### config.mk
export PLATFORM = sky130hd
export DESIGN_NAME = bias_unit_top
export DESIGN_NICKNAME = d
export VERILOG_FILES = /design/src/source/bias_pkg.sv /design/src/source/bias_regfile.sv /design/src/source/bias_input_buffer.sv /design/src/source/bias_add_stage.sv /design/src/source/bias_unit_top.sv
export VERILOG_INCLUDE_DIRS = /design/src /design/src/source
export SDC_FILE = /design/constraint.sdc
export NUM_CORES = 1
export LEC_CHECK = 0
export ABC_AREA = 1
export BUFFER_PORTS_ARGS = -buffer_cell sky130_fd_sc_hd__buf_2
export CAP_MARGIN = 20
export CORE_MARGIN = 1
export CORE_UTILIZATION = 28
export CTS_BUF_LIST = sky130_fd_sc_hd__clkbuf_4 sky130_fd_sc_hd__clkbuf_8
export CTS_CLUSTER_SIZE = 12
export DETAILED_ROUTE_END_ITERATION = 7
export GPL_TIMING_DRIVEN = 0
export PLACE_DENSITY_LB_ADDON = 0.08
export SYNTH_ARGS = -nofsm -noshare
export SYNTH_HDL_FRONTEND = slang
export SYNTH_SLANG_ARGS = --single-unit
### constraint.sdc
create_clock -name clk_i -period 4.7 [get_ports clk_i]
set_clock_uncertainty 0.2 [all_clocks]
set_input_delay 0.705 -clock clk_i [delete_from_list [all_inputs] [get_ports clk_i]]
set_output_delay 0.705 -clock clk_i [all_outputs]
set_load 0.005 [all_outputs]
### src/source/bias_consts.svh
// Widths and counts shared by the bias path RTL and its testbench.
// Include wherever a lane width, lane count or replay count is needed.

`ifndef BIAS_CONSTS_SVH
`define BIAS_CONSTS_SVH

// ----------------------------------------
// lane geometry
// ----------------------------------------

`define BIAS_LANE_W 8   // signed bias lane
`define BIAS_LANES  4   // lanes per row word

// one accumulator lane, also the width of a result lane
`define ACC_W 16

// ----------------------------------------
// sequencing
// ----------------------------------------

`define BIAS_REPLAYS 64 // bias beats sent per load

`endif

### src/source/bias_pkg.sv
// Types for the bias path: FSM state, replay direction and stream payloads.
// Modules import it inside their body and use scoped names in port lists.

`default_nettype none

`include "bias_consts.svh"

package bias_pkg;

  // ----------------------------------------
  // lanes
  // ----------------------------------------

  typedef logic signed [`BIAS_LANE_W-1:0] bias_lane_t;
  typedef logic signed [`ACC_W-1:0]       acc_lane_t;

  // ----------------------------------------
  // stream payloads
  // ----------------------------------------

  // lane 0 sits in the low bits
  typedef struct packed {
    bias_lane_t [`BIAS_LANES-1:0] lane;
  } bias_row_t;

  // one load beat, the low row is written to the lower row address
  typedef struct packed {
    bias_row_t hi;
    bias_row_t lo;
  } bias_load_t;

  typedef struct packed {
    acc_lane_t [`BIAS_LANES-1:0] lane;
  } acc_word_t;

  // ----------------------------------------
  // control
  // ----------------------------------------

  typedef enum logic {BIAS_WRITE, BIAS_READ} bias_state_e;

  typedef enum logic {DIR_ROW, DIR_TRANSPOSE} bias_dir_e;

endpackage

`default_nettype wire

### src/source/bias_regfile.sv
// Bias storage: two double-width entries written whole, read back as four rows.
// The read is registered and the output holds while re_i is low.

`timescale 1ns/1ps
`default_nettype none

module bias_regfile (
  input  wire logic                clk_i,
  input  wire logic                rst_ni,
  input  wire logic                we_i,
  input  wire logic                waddr_i,
  input  wire bias_pkg::bias_load_t wdata_i,
  input  wire logic                re_i,
  input  wire logic [1:0]          raddr_i,
  output bias_pkg::bias_row_t      rdata_o
);

  import bias_pkg::*;

  bias_load_t mem_q [2];
  bias_load_t rd_entry;
  bias_row_t  rd_row;

  always_ff @(posedge clk_i) begin
    if (we_i) begin
      mem_q[waddr_i] <= wdata_i;
    end
  end

  // row address picks the entry with its upper bit and the half with its lower bit
  always_comb begin
    rd_entry = mem_q[raddr_i[1]];
    rd_row   = raddr_i[0] ? rd_entry.hi : rd_entry.lo;
  end

  always_ff @(posedge clk_i or negedge rst_ni) begin
    if (!rst_ni) begin
      rdata_o <= '0;
    end else if (re_i) begin
      rdata_o <= rd_row; // stays put under stall
    end
  end

endmodule

`default_nettype wire

### src/source/bias_input_buffer.sv
// Bias buffer: takes two load beats into the regfile, then replays the four
// rows as a bias stream, either whole rows or one lane at a time in lane 0.

`timescale 1ns/1ps
`default_nettype none

`include "bias_consts.svh"

module bias_input_buffer (
  input  wire logic                 clk_i,
  input  wire logic                 rst_ni,
  input  wire bias_pkg::bias_dir_e  dir_i,
  input  wire logic                 load_valid_i,
  output logic                      load_ready_o,
  input  wire bias_pkg::bias_load_t load_data_i,
  output logic                      bias_valid_o,
  input  wire logic                 bias_ready_i,
  output bias_pkg::bias_row_t       bias_row_o
);

  import bias_pkg::*;

  localparam int unsigned REP_W  = $clog2(`BIAS_REPLAYS);
  localparam int unsigned LANE_W = $clog2(`BIAS_LANES);

  bias_state_e       state_d, state_q;
  logic              wr_cnt_d, wr_cnt_q;
  logic [REP_W-1:0]  rep_cnt_d, rep_cnt_q;
  logic              rd_en_d, rd_en_q;
  logic [LANE_W-1:0] lane_q;

  logic      we;
  logic      re;
  logic [1:0] raddr;
  bias_row_t rdata;
  logic      bias_xfer;
  logic      last_xfer;

  assign bias_valid_o = rd_en_q; // registered row is valid
  assign bias_xfer    = bias_valid_o && bias_ready_i;
  assign last_xfer    = bias_xfer && (rep_cnt_q == REP_W'(`BIAS_REPLAYS - 1));

  // ----------------------------------------
  // load and replay FSM
  // ----------------------------------------

  always_comb begin
    state_d      = state_q;
    wr_cnt_d     = wr_cnt_q;
    rep_cnt_d    = rep_cnt_q;
    load_ready_o = 1'b0;
    we           = 1'b0;
    re           = 1'b0;
    raddr        = '0;

    case (state_q)
      BIAS_WRITE: begin
        load_ready_o = 1'b1;
        if (load_valid_i) begin
          we       = 1'b1;
          wr_cnt_d = wr_cnt_q + 1'b1; // wraps back to 0 after the second beat
          if (wr_cnt_q) begin
            state_d = BIAS_READ;
          end
        end
      end
      BIAS_READ: begin
        if (bias_xfer) begin
          rep_cnt_d = rep_cnt_q + 1'b1;
          if (last_xfer) begin
            state_d = BIAS_WRITE;
          end
        end
        // fetch the first row, then one row per transfer, none after the last
        re = (!rd_en_q || bias_xfer) && !last_xfer;
        if (dir_i == DIR_TRANSPOSE) begin
          raddr = rep_cnt_d[LANE_W +: 2];  // new row every 4 beats
        end else begin
          raddr = rep_cnt_d[REP_W-1 -: 2]; // new row every 16 beats
        end
      end
      default: begin
        state_d = BIAS_WRITE;
      end
    endcase
  end

  assign rd_en_d = re || (rd_en_q && !bias_xfer);

  always_ff @(posedge clk_i or negedge rst_ni) begin
    if (!rst_ni) begin
      state_q   <= BIAS_WRITE;
      wr_cnt_q  <= 1'b0;
      rep_cnt_q <= '0;
      rd_en_q   <= 1'b0;
      lane_q    <= '0;
    end else begin
      state_q   <= state_d;
      wr_cnt_q  <= wr_cnt_d;
      rep_cnt_q <= rep_cnt_d;
      rd_en_q   <= rd_en_d;
      if (re) begin
        lane_q <= rep_cnt_d[LANE_W-1:0]; // follows the row it belongs to
      end
    end
  end

  bias_regfile bias_regfile_i (
    .clk_i   (clk_i),
    .rst_ni  (rst_ni),
    .we_i    (we),
    .waddr_i (wr_cnt_q),
    .wdata_i (load_data_i),
    .re_i    (re),
    .raddr_i (raddr),
    .rdata_o (rdata)
  );

  // ----------------------------------------
  // output row
  // ----------------------------------------

  // in transposed mode one lane moves to lane 0 and the rest are zero
  always_comb begin
    bias_row_o = rdata;
    if (dir_i == DIR_TRANSPOSE) begin
      bias_row_o         = '0;
      bias_row_o.lane[0] = rdata.lane[lane_q];
    end
  end

endmodule

`default_nettype wire

### src/source/bias_add_stage.sv
// Add stage: joins the bias and accumulator streams and adds lane by lane
// with signed saturation into one registered result beat.

`timescale 1ns/1ps
`default_nettype none

`include "bias_consts.svh"

module bias_add_stage (
  input  wire logic                clk_i,
  input  wire logic                rst_ni,
  input  wire logic                bias_valid_i,
  output logic                     bias_ready_o,
  input  wire bias_pkg::bias_row_t bias_row_i,
  input  wire logic                acc_valid_i,
  output logic                     acc_ready_o,
  input  wire bias_pkg::acc_word_t acc_data_i,
  output logic                     res_valid_o,
  input  wire logic                res_ready_i,
  output bias_pkg::acc_word_t      res_data_o
);

  import bias_pkg::*;

  logic      out_free;
  logic      join_fire;
  logic      res_valid_q;
  acc_word_t sum;
  acc_word_t res_data_q;

  // adds a sign-extended bias lane and clips to the accumulator range
  function automatic acc_lane_t sat_add(input acc_lane_t a, input bias_lane_t b);
    logic signed [`ACC_W:0] full;
    full = {a[`ACC_W-1], a} + {{(`ACC_W + 1 - `BIAS_LANE_W){b[`BIAS_LANE_W-1]}}, b};
    if (full[`ACC_W] != full[`ACC_W-1]) begin
      // overflow, the carry bit holds the true sign
      return full[`ACC_W] ? {1'b1, {(`ACC_W-1){1'b0}}} : {1'b0, {(`ACC_W-1){1'b1}}};
    end
    return full[`ACC_W-1:0];
  endfunction

  // ----------------------------------------
  // join
  // ----------------------------------------

  assign out_free     = !res_valid_q || res_ready_i; // empty or draining this cycle
  assign bias_ready_o = acc_valid_i && out_free;
  assign acc_ready_o  = bias_valid_i && out_free;
  assign join_fire    = bias_valid_i && acc_valid_i && out_free;

  always_comb begin
    for (int i = 0; i < `BIAS_LANES; i++) begin
      sum.lane[i] = sat_add(acc_data_i.lane[i], bias_row_i.lane[i]);
    end
  end

  // ----------------------------------------
  // output register
  // ----------------------------------------

  always_ff @(posedge clk_i or negedge rst_ni) begin
    if (!rst_ni) begin
      res_valid_q <= 1'b0;
    end else if (out_free) begin
      res_valid_q <= join_fire;
    end
  end

  always_ff @(posedge clk_i) begin
    if (join_fire) begin
      res_data_q <= sum;
    end
  end

  assign res_valid_o = res_valid_q;
  assign res_data_o  = res_data_q;

endmodule

`default_nettype wire

### src/source/bias_unit_top.sv
// Top of the bias path: the bias buffer feeds the add stage, which meets
// the accumulator stream and drives the result stream.

`timescale 1ns/1ps
`default_nettype none

module bias_unit_top (
  input  wire logic                 clk_i,
  input  wire logic                 rst_ni,
  input  wire bias_pkg::bias_dir_e  dir_i,
  input  wire logic                 load_valid_i,
  output logic                      load_ready_o,
  input  wire bias_pkg::bias_load_t load_data_i,
  input  wire logic                 acc_valid_i,
  output logic                      acc_ready_o,
  input  wire bias_pkg::acc_word_t  acc_data_i,
  output logic                      res_valid_o,
  input  wire logic                 res_ready_i,
  output bias_pkg::acc_word_t       res_data_o
);

  import bias_pkg::*;

  logic      bias_valid;
  logic      bias_ready;
  bias_row_t bias_row;

  bias_input_buffer bias_input_buffer_i (
    .clk_i        (clk_i),
    .rst_ni       (rst_ni),
    .dir_i        (dir_i),
    .load_valid_i (load_valid_i),
    .load_ready_o (load_ready_o),
    .load_data_i  (load_data_i),
    .bias_valid_o (bias_valid),
    .bias_ready_i (bias_ready),
    .bias_row_o   (bias_row)
  );

  bias_add_stage bias_add_stage_i (
    .clk_i        (clk_i),
    .rst_ni       (rst_ni),
    .bias_valid_i (bias_valid),
    .bias_ready_o (bias_ready),
    .bias_row_i   (bias_row),
    .acc_valid_i  (acc_valid_i),
    .acc_ready_o  (acc_ready_o),
    .acc_data_i   (acc_data_i),
    .res_valid_o  (res_valid_o),
    .res_ready_i  (res_ready_i),
    .res_data_o   (res_data_o)
  );

endmodule

`default_nettype wire

; Word-level counts from Yosys, hierarchy flattened
; Memories as Yosys holds them, arrays and structs flattened.
; Cells that the tools add are included.
[op_classes]
bitwise_logic = 1
n_lt_le_gt_ge = 1
n_mux = 35
n_addsub = 6
reduce_logical = 16
n_eq_ne = 5
[ops]
columns = operator, n
row1 = 16-bit two-way mux, 12
row2 = 16-bit by 8-bit adder with 17-bit output, 4
row3 = 32-bit two-way mux, 2
row4 = 8-bit binary-select mux with 2-bit select, 1
row5 = 1-bit two-way mux, 14
row6 = 1-bit logical AND, 8
row7 = 8-bit two-way mux, 1
row8 = 6-bit by 1-bit adder with 6-bit output (second input constant), 1
row9 = 6-bit equality test (second input constant), 1
row10 = 2-bit two-way mux, 3
row11 = 6-bit two-way mux, 1
row12 = 1-bit logical NOT, 4
row13 = 1-bit inequality test, 4
row14 = 1-bit logical OR, 3
row15 = 2-bit by 3-bit < comparator with 1-bit output (second input constant), 1
row16 = 1-bit one-hot mux with 2 select lines, 1
row17 = 2-bit AND reduction, 1
row18 = 1-bit adder (second input constant), 1
row19 = 1-bit NOT, 1
[totals]
wordCells = 80
output_inout_bits = 67
n_memories = 1
ram_bits = 128
regBits = 108
input_bits = 134
[memory_table]
columns = memory, words, width, rd, rd_clocked_by_memory_dff, write_ports, line
row1 = bias_input_buffer_i.bias_regfile_i.mem_q, 2, 64, 1, 0, 1, bias_regfile.sv:20  ; bias_load_t mem_q [2];

; Longest topological paths before layout
[depth]
ltp_word = 9
depth_mapped = 20
ltp_nobuf = 19

; Cells and area by module
; A second synthesis with hierarchy kept.
[unflattened]
cells_unflattened = 1687
hier_area_um2 = 13988.4
[by_module_without_submodules]
columns = module, cells_per_inst, n_inst, seq_area_each_um2, area_each_um2
row1 = bias_regfile, 642, 1, 4644.5, 6632.6
row2 = bias_add_stage, 850, 1, 1946.9, 6217.2
row3 = bias_input_buffer, 195, 1, 275.3, 1138.6

; Worst setup path before layout
; OpenSTA, ideal clock, no wires.
[synth_timing]
kind = reg-to-reg
startpoint = reg bias_input_buffer_i.state_q
endpoint = mem bias_input_buffer_i.bias_regfile_i.mem_q[0][0] in the netlist's numbering, enable pin
t_arrival_ps = 3635
setup_time_ps = 486
synth_period_minus_slack_ps = 4321
path_stages_with_launch = 6
required_time_ps = 4014
path_buffers = 2
setup_slack_ps = 379
cell_sequence = dfrtp_1 -> buf_2 -> buf_2 -> inv_1 -> nand2_1 -> nor2_1
[synth_via]
elab_chain_len = 3
[synth_rtl]
columns = element, line
row1 = from (decl), bias_input_buffer.sv:26  ; bias_state_e state_d, state_q;
row2 = from (signal assigned), bias_input_buffer.sv:98  ; state_q <= state_d;
row3 = 1-bit two-way mux, bias_input_buffer.sv:56  ; case (state_q)
row4 = 1-bit two-way mux, bias_regfile.sv:25  ; if (we_i) begin
row5 = 1-bit two-way mux (implied by the code), bias_regfile.sv:26  ; mem_q[waddr_i] <= wdata_i;
row6 = to (decl), bias_regfile.sv:20
; Every way passes these cells.

==> results.tsv <==
metric	value	unit
relSlewSlack	43.30	%
hold_viol_final	0	
cts_buffers	45	
tightest_slew	0.8473	ns
irDropWorstVdd	241.7	uV
cts-resized-gates	0	
start_util	28.43	%
synth_async_sr_flop_share	18.64	%
core_area	45480	um2
place_area	14820	um2
setup_violations	0	
drc	0	
vias_per_cell	4.489	
final_common_cell	nand2_1	
cellLeakagePower	0.007204	uW
cts_tree	yes	
num_rows	78	
critPathCaptureType	register	
crit_arrival	3.91	ns
clockRootBuffer	clkbuf_8	
status	finished, final reports clean	
ys.flop_type	edfxtp_1	
ys.warnings.count	0	
p_per_area	647.2	nW/um2
maxCapViolCount	0	
vias	10240	
hold_slack	0.07249	ns
synth-seq-cells	236	
grt_overflow	0	
hpwl	29000	um
syn_inst	1390	
grt_usage	16.08	%
die_y	216.9	um
insertion_delay	0.61	ns
synth_edf_count	192	
syn_avg_cell_area	9.302	um2
fin_crit	3.739	ns
nets	1847	
hold_path_class	in2reg	
cp-start-kind	register	
firstDrtPassIters	5	
grt_pass1_wl	57840	um
place_congestion	0.8458	
place_ws	0.5406	ns
io_pins	201	
yosysUniqueCellTypes	38	
netlist_area	12930	um2
drt_wl_total	37540	um
clk_pin_slew_worst_paths	0.06	ns
post-route-cell-area	15830	um2
slew_viol_final	0	
die-area	47040	um2
wl_per_cell	16.45	um
htree_num_levels	2	
die_w	216.9	um
io_buffer_count	199	
critPathKind	reg2reg	
drive_gt1_share	20.70	%
setup_tns	0	ns
grt_pass1_vias	10340	
antenna_found_initial	1	
fillers	4780	
grt_max_degree	45	
fmax	0.2674	GHz
setup_ws	0.9608	ns
cp.required	4.87	ns
total_power	10250	uW
cp_max_fo	10	
grt_setup_unrepaired	false	
final_cell_mix	nand2_1 (422), buf_2 (211), nand3_1 (205)	
cts.sink_count	236	
finalCritPeriodShare	79.56	%
ant_nets	0	
clockBufferDepth	3	
ys_seq_area_share	53.11	%
area_growth_syn_to_layout	22.45	%
syn_nets	1593	
drt_iter0_drc	392	
[cells in the mapped netlist (all sizes together) (7+ instances only)]
cell / instances / area share [%]
a31oi: 9 / 0.44
nor2: 79 / 2.3
xnor2: 20 / 1.4
o21ai: 51 / 2.1
a21oi: 70 / 2.8
nand2: 428 / 13
nand4: 12 / 0.58
inv: 98 / 2.8
edfxtp: 192 / 45
a21o: 8 / 0.46
nand3b: 8 / 0.46
buf: 39 / 2.5
a22o: 7 / 0.47
and2: 8 / 0.39
nand3: 209 / 8.3
ha: 65 / 6.3
xor2: 26 / 1.8
dfrtp: 44 / 8.5
[logic make-up after synthesis]
family | Yosys count | share of synthesized area [%]
AND/OR/NAND/NOR | 744 | 24.65
flip-flops | 236 | 53.11
AO/OA/AOI/OAI | 149 | 6.590
buffers and inverters | 145 | 5.545
adder cells (fa/ha/maj) | 69 | 6.909
XOR/XNOR | 46 | 3.116
multiplexers | 1 | 0.08708
[layout make-up]
cell class | instances | area (um2) | area share [%]
Antenna cell | 1 | 2.502 | 0.01581
Timing Repair Buffer | 207 | 1154 | 7.286
Sequential cell | 236 | 6867 | 43.37
Tap cell | 600 | 750.7 | 4.742
Clock inverter | 14 | 136.4 | 0.8614
Multi-Input combinational cell | 1009 | 5361 | 33.86
Buffer | 45 | 341.6 | 2.157
Inverter | 100 | 375.4 | 2.371
Clock buffer | 70 | 844.6 | 5.334
[what timing repair did]
| action | in CTS | in global routing |
|---|---|---|
| endpoints found under the setup margin | 0 | 0 |
| hold buffers | 0 | 1 |
| endpoints found under the hold margin | 0 | 16 |
| buffers inserted | 0 | 0 |
[registers in the layout, summed over array words and instances (netlist names)]
name,flops
bias_input_buffer_i.bias_regfile_i.mem_q,128
bias_add_stage_i.res_data_o,64
bias_input_buffer_i.bias_regfile_i.rdata_o,32
bias_input_buffer_i.rep_cnt_q,6
bias_input_buffer_i.lane_q,2
bias_add_stage_i.res_valid_o,1
bias_input_buffer_i.bias_valid_o,1
bias_input_buffer_i.state_q,1
bias_input_buffer_i.wr_cnt_q,1
[power by group]
group / internal [uW] / leakage, uW / switching, uW
sequential: 3000 / 0.00229 / 220
combinational: 1740 / 0.00439 / 3100
clock: 1260 / 0.000524 / 931
total: 6000 / 0.00720 / 4250
[metrics by stage]
step                utilization, %  instances
floorplan                        -       1390
global placement             32.27       2189
finish                       34.81       2282
detailed placement           32.58       2195
global route                 34.81       2282
CTS                          34.74       2279
[worst max-delay path: stages (launching register included)]
cell,delay (ns)
dfrtp_1,0.40
clkinv_1,0.16
clkbuf_1,0.31
o21ai_0,0.18
o21ai_0,0.10
a22o_1,0.23
ha_1,0.21
inv_1,0.07
fa_1,0.44
o21ai_2,0.24
nand2_1,0.08
nand2_1,0.14
nand2_1,0.08
nand2_1,0.07
nand2_1,0.06
nand4_1,0.23
buf_4,0.22
nand2_1,0.07
[routing by layer]
layer / vias up / routed length [um] / GRT usage [%]
met5: - / 0 / 0
met4: 0 / 864 / 5.399
met3: 51 / 1453 / 2.530
met2: 217 / 17370 / 26.37
met1: 4698 / 17850 / 21.56
li1: 5278 / - / -
[path summary, 6_finish.rpt]
| check | from | endpoint | slack, ns | cells after the start |
|---|---|---|---|---|
| max | bias_input_buffer_i.lane_q[0] | bias_add_stage_i.res_data_o[13] | 0.96 | 17 |
| min | load_data_i[39] | bias_input_buffer_i.bias_regfile_i.mem_q[0][39] | 0.07 | 1 |
| max reg2reg | bias_input_buffer_i.lane_q[0] | bias_add_stage_i.res_data_o[13] | 0.96 | 17 |
| min reg2reg | bias_input_buffer_i.bias_regfile_i.rdata_o[12] | bias_input_buffer_i.bias_regfile_i.rdata_o[12] | 0.28 | 2 |
| max in group asynchronous | rst_ni | bias_input_buffer_i.bias_regfile_i.rdata_o[1] | 3.52 | 3 |
| min in group asynchronous | rst_ni | bias_input_buffer_i.bias_regfile_i.rdata_o[13] | 0.31 | 2 |
No activity file was read; power rests on OpenSTA's default activity.
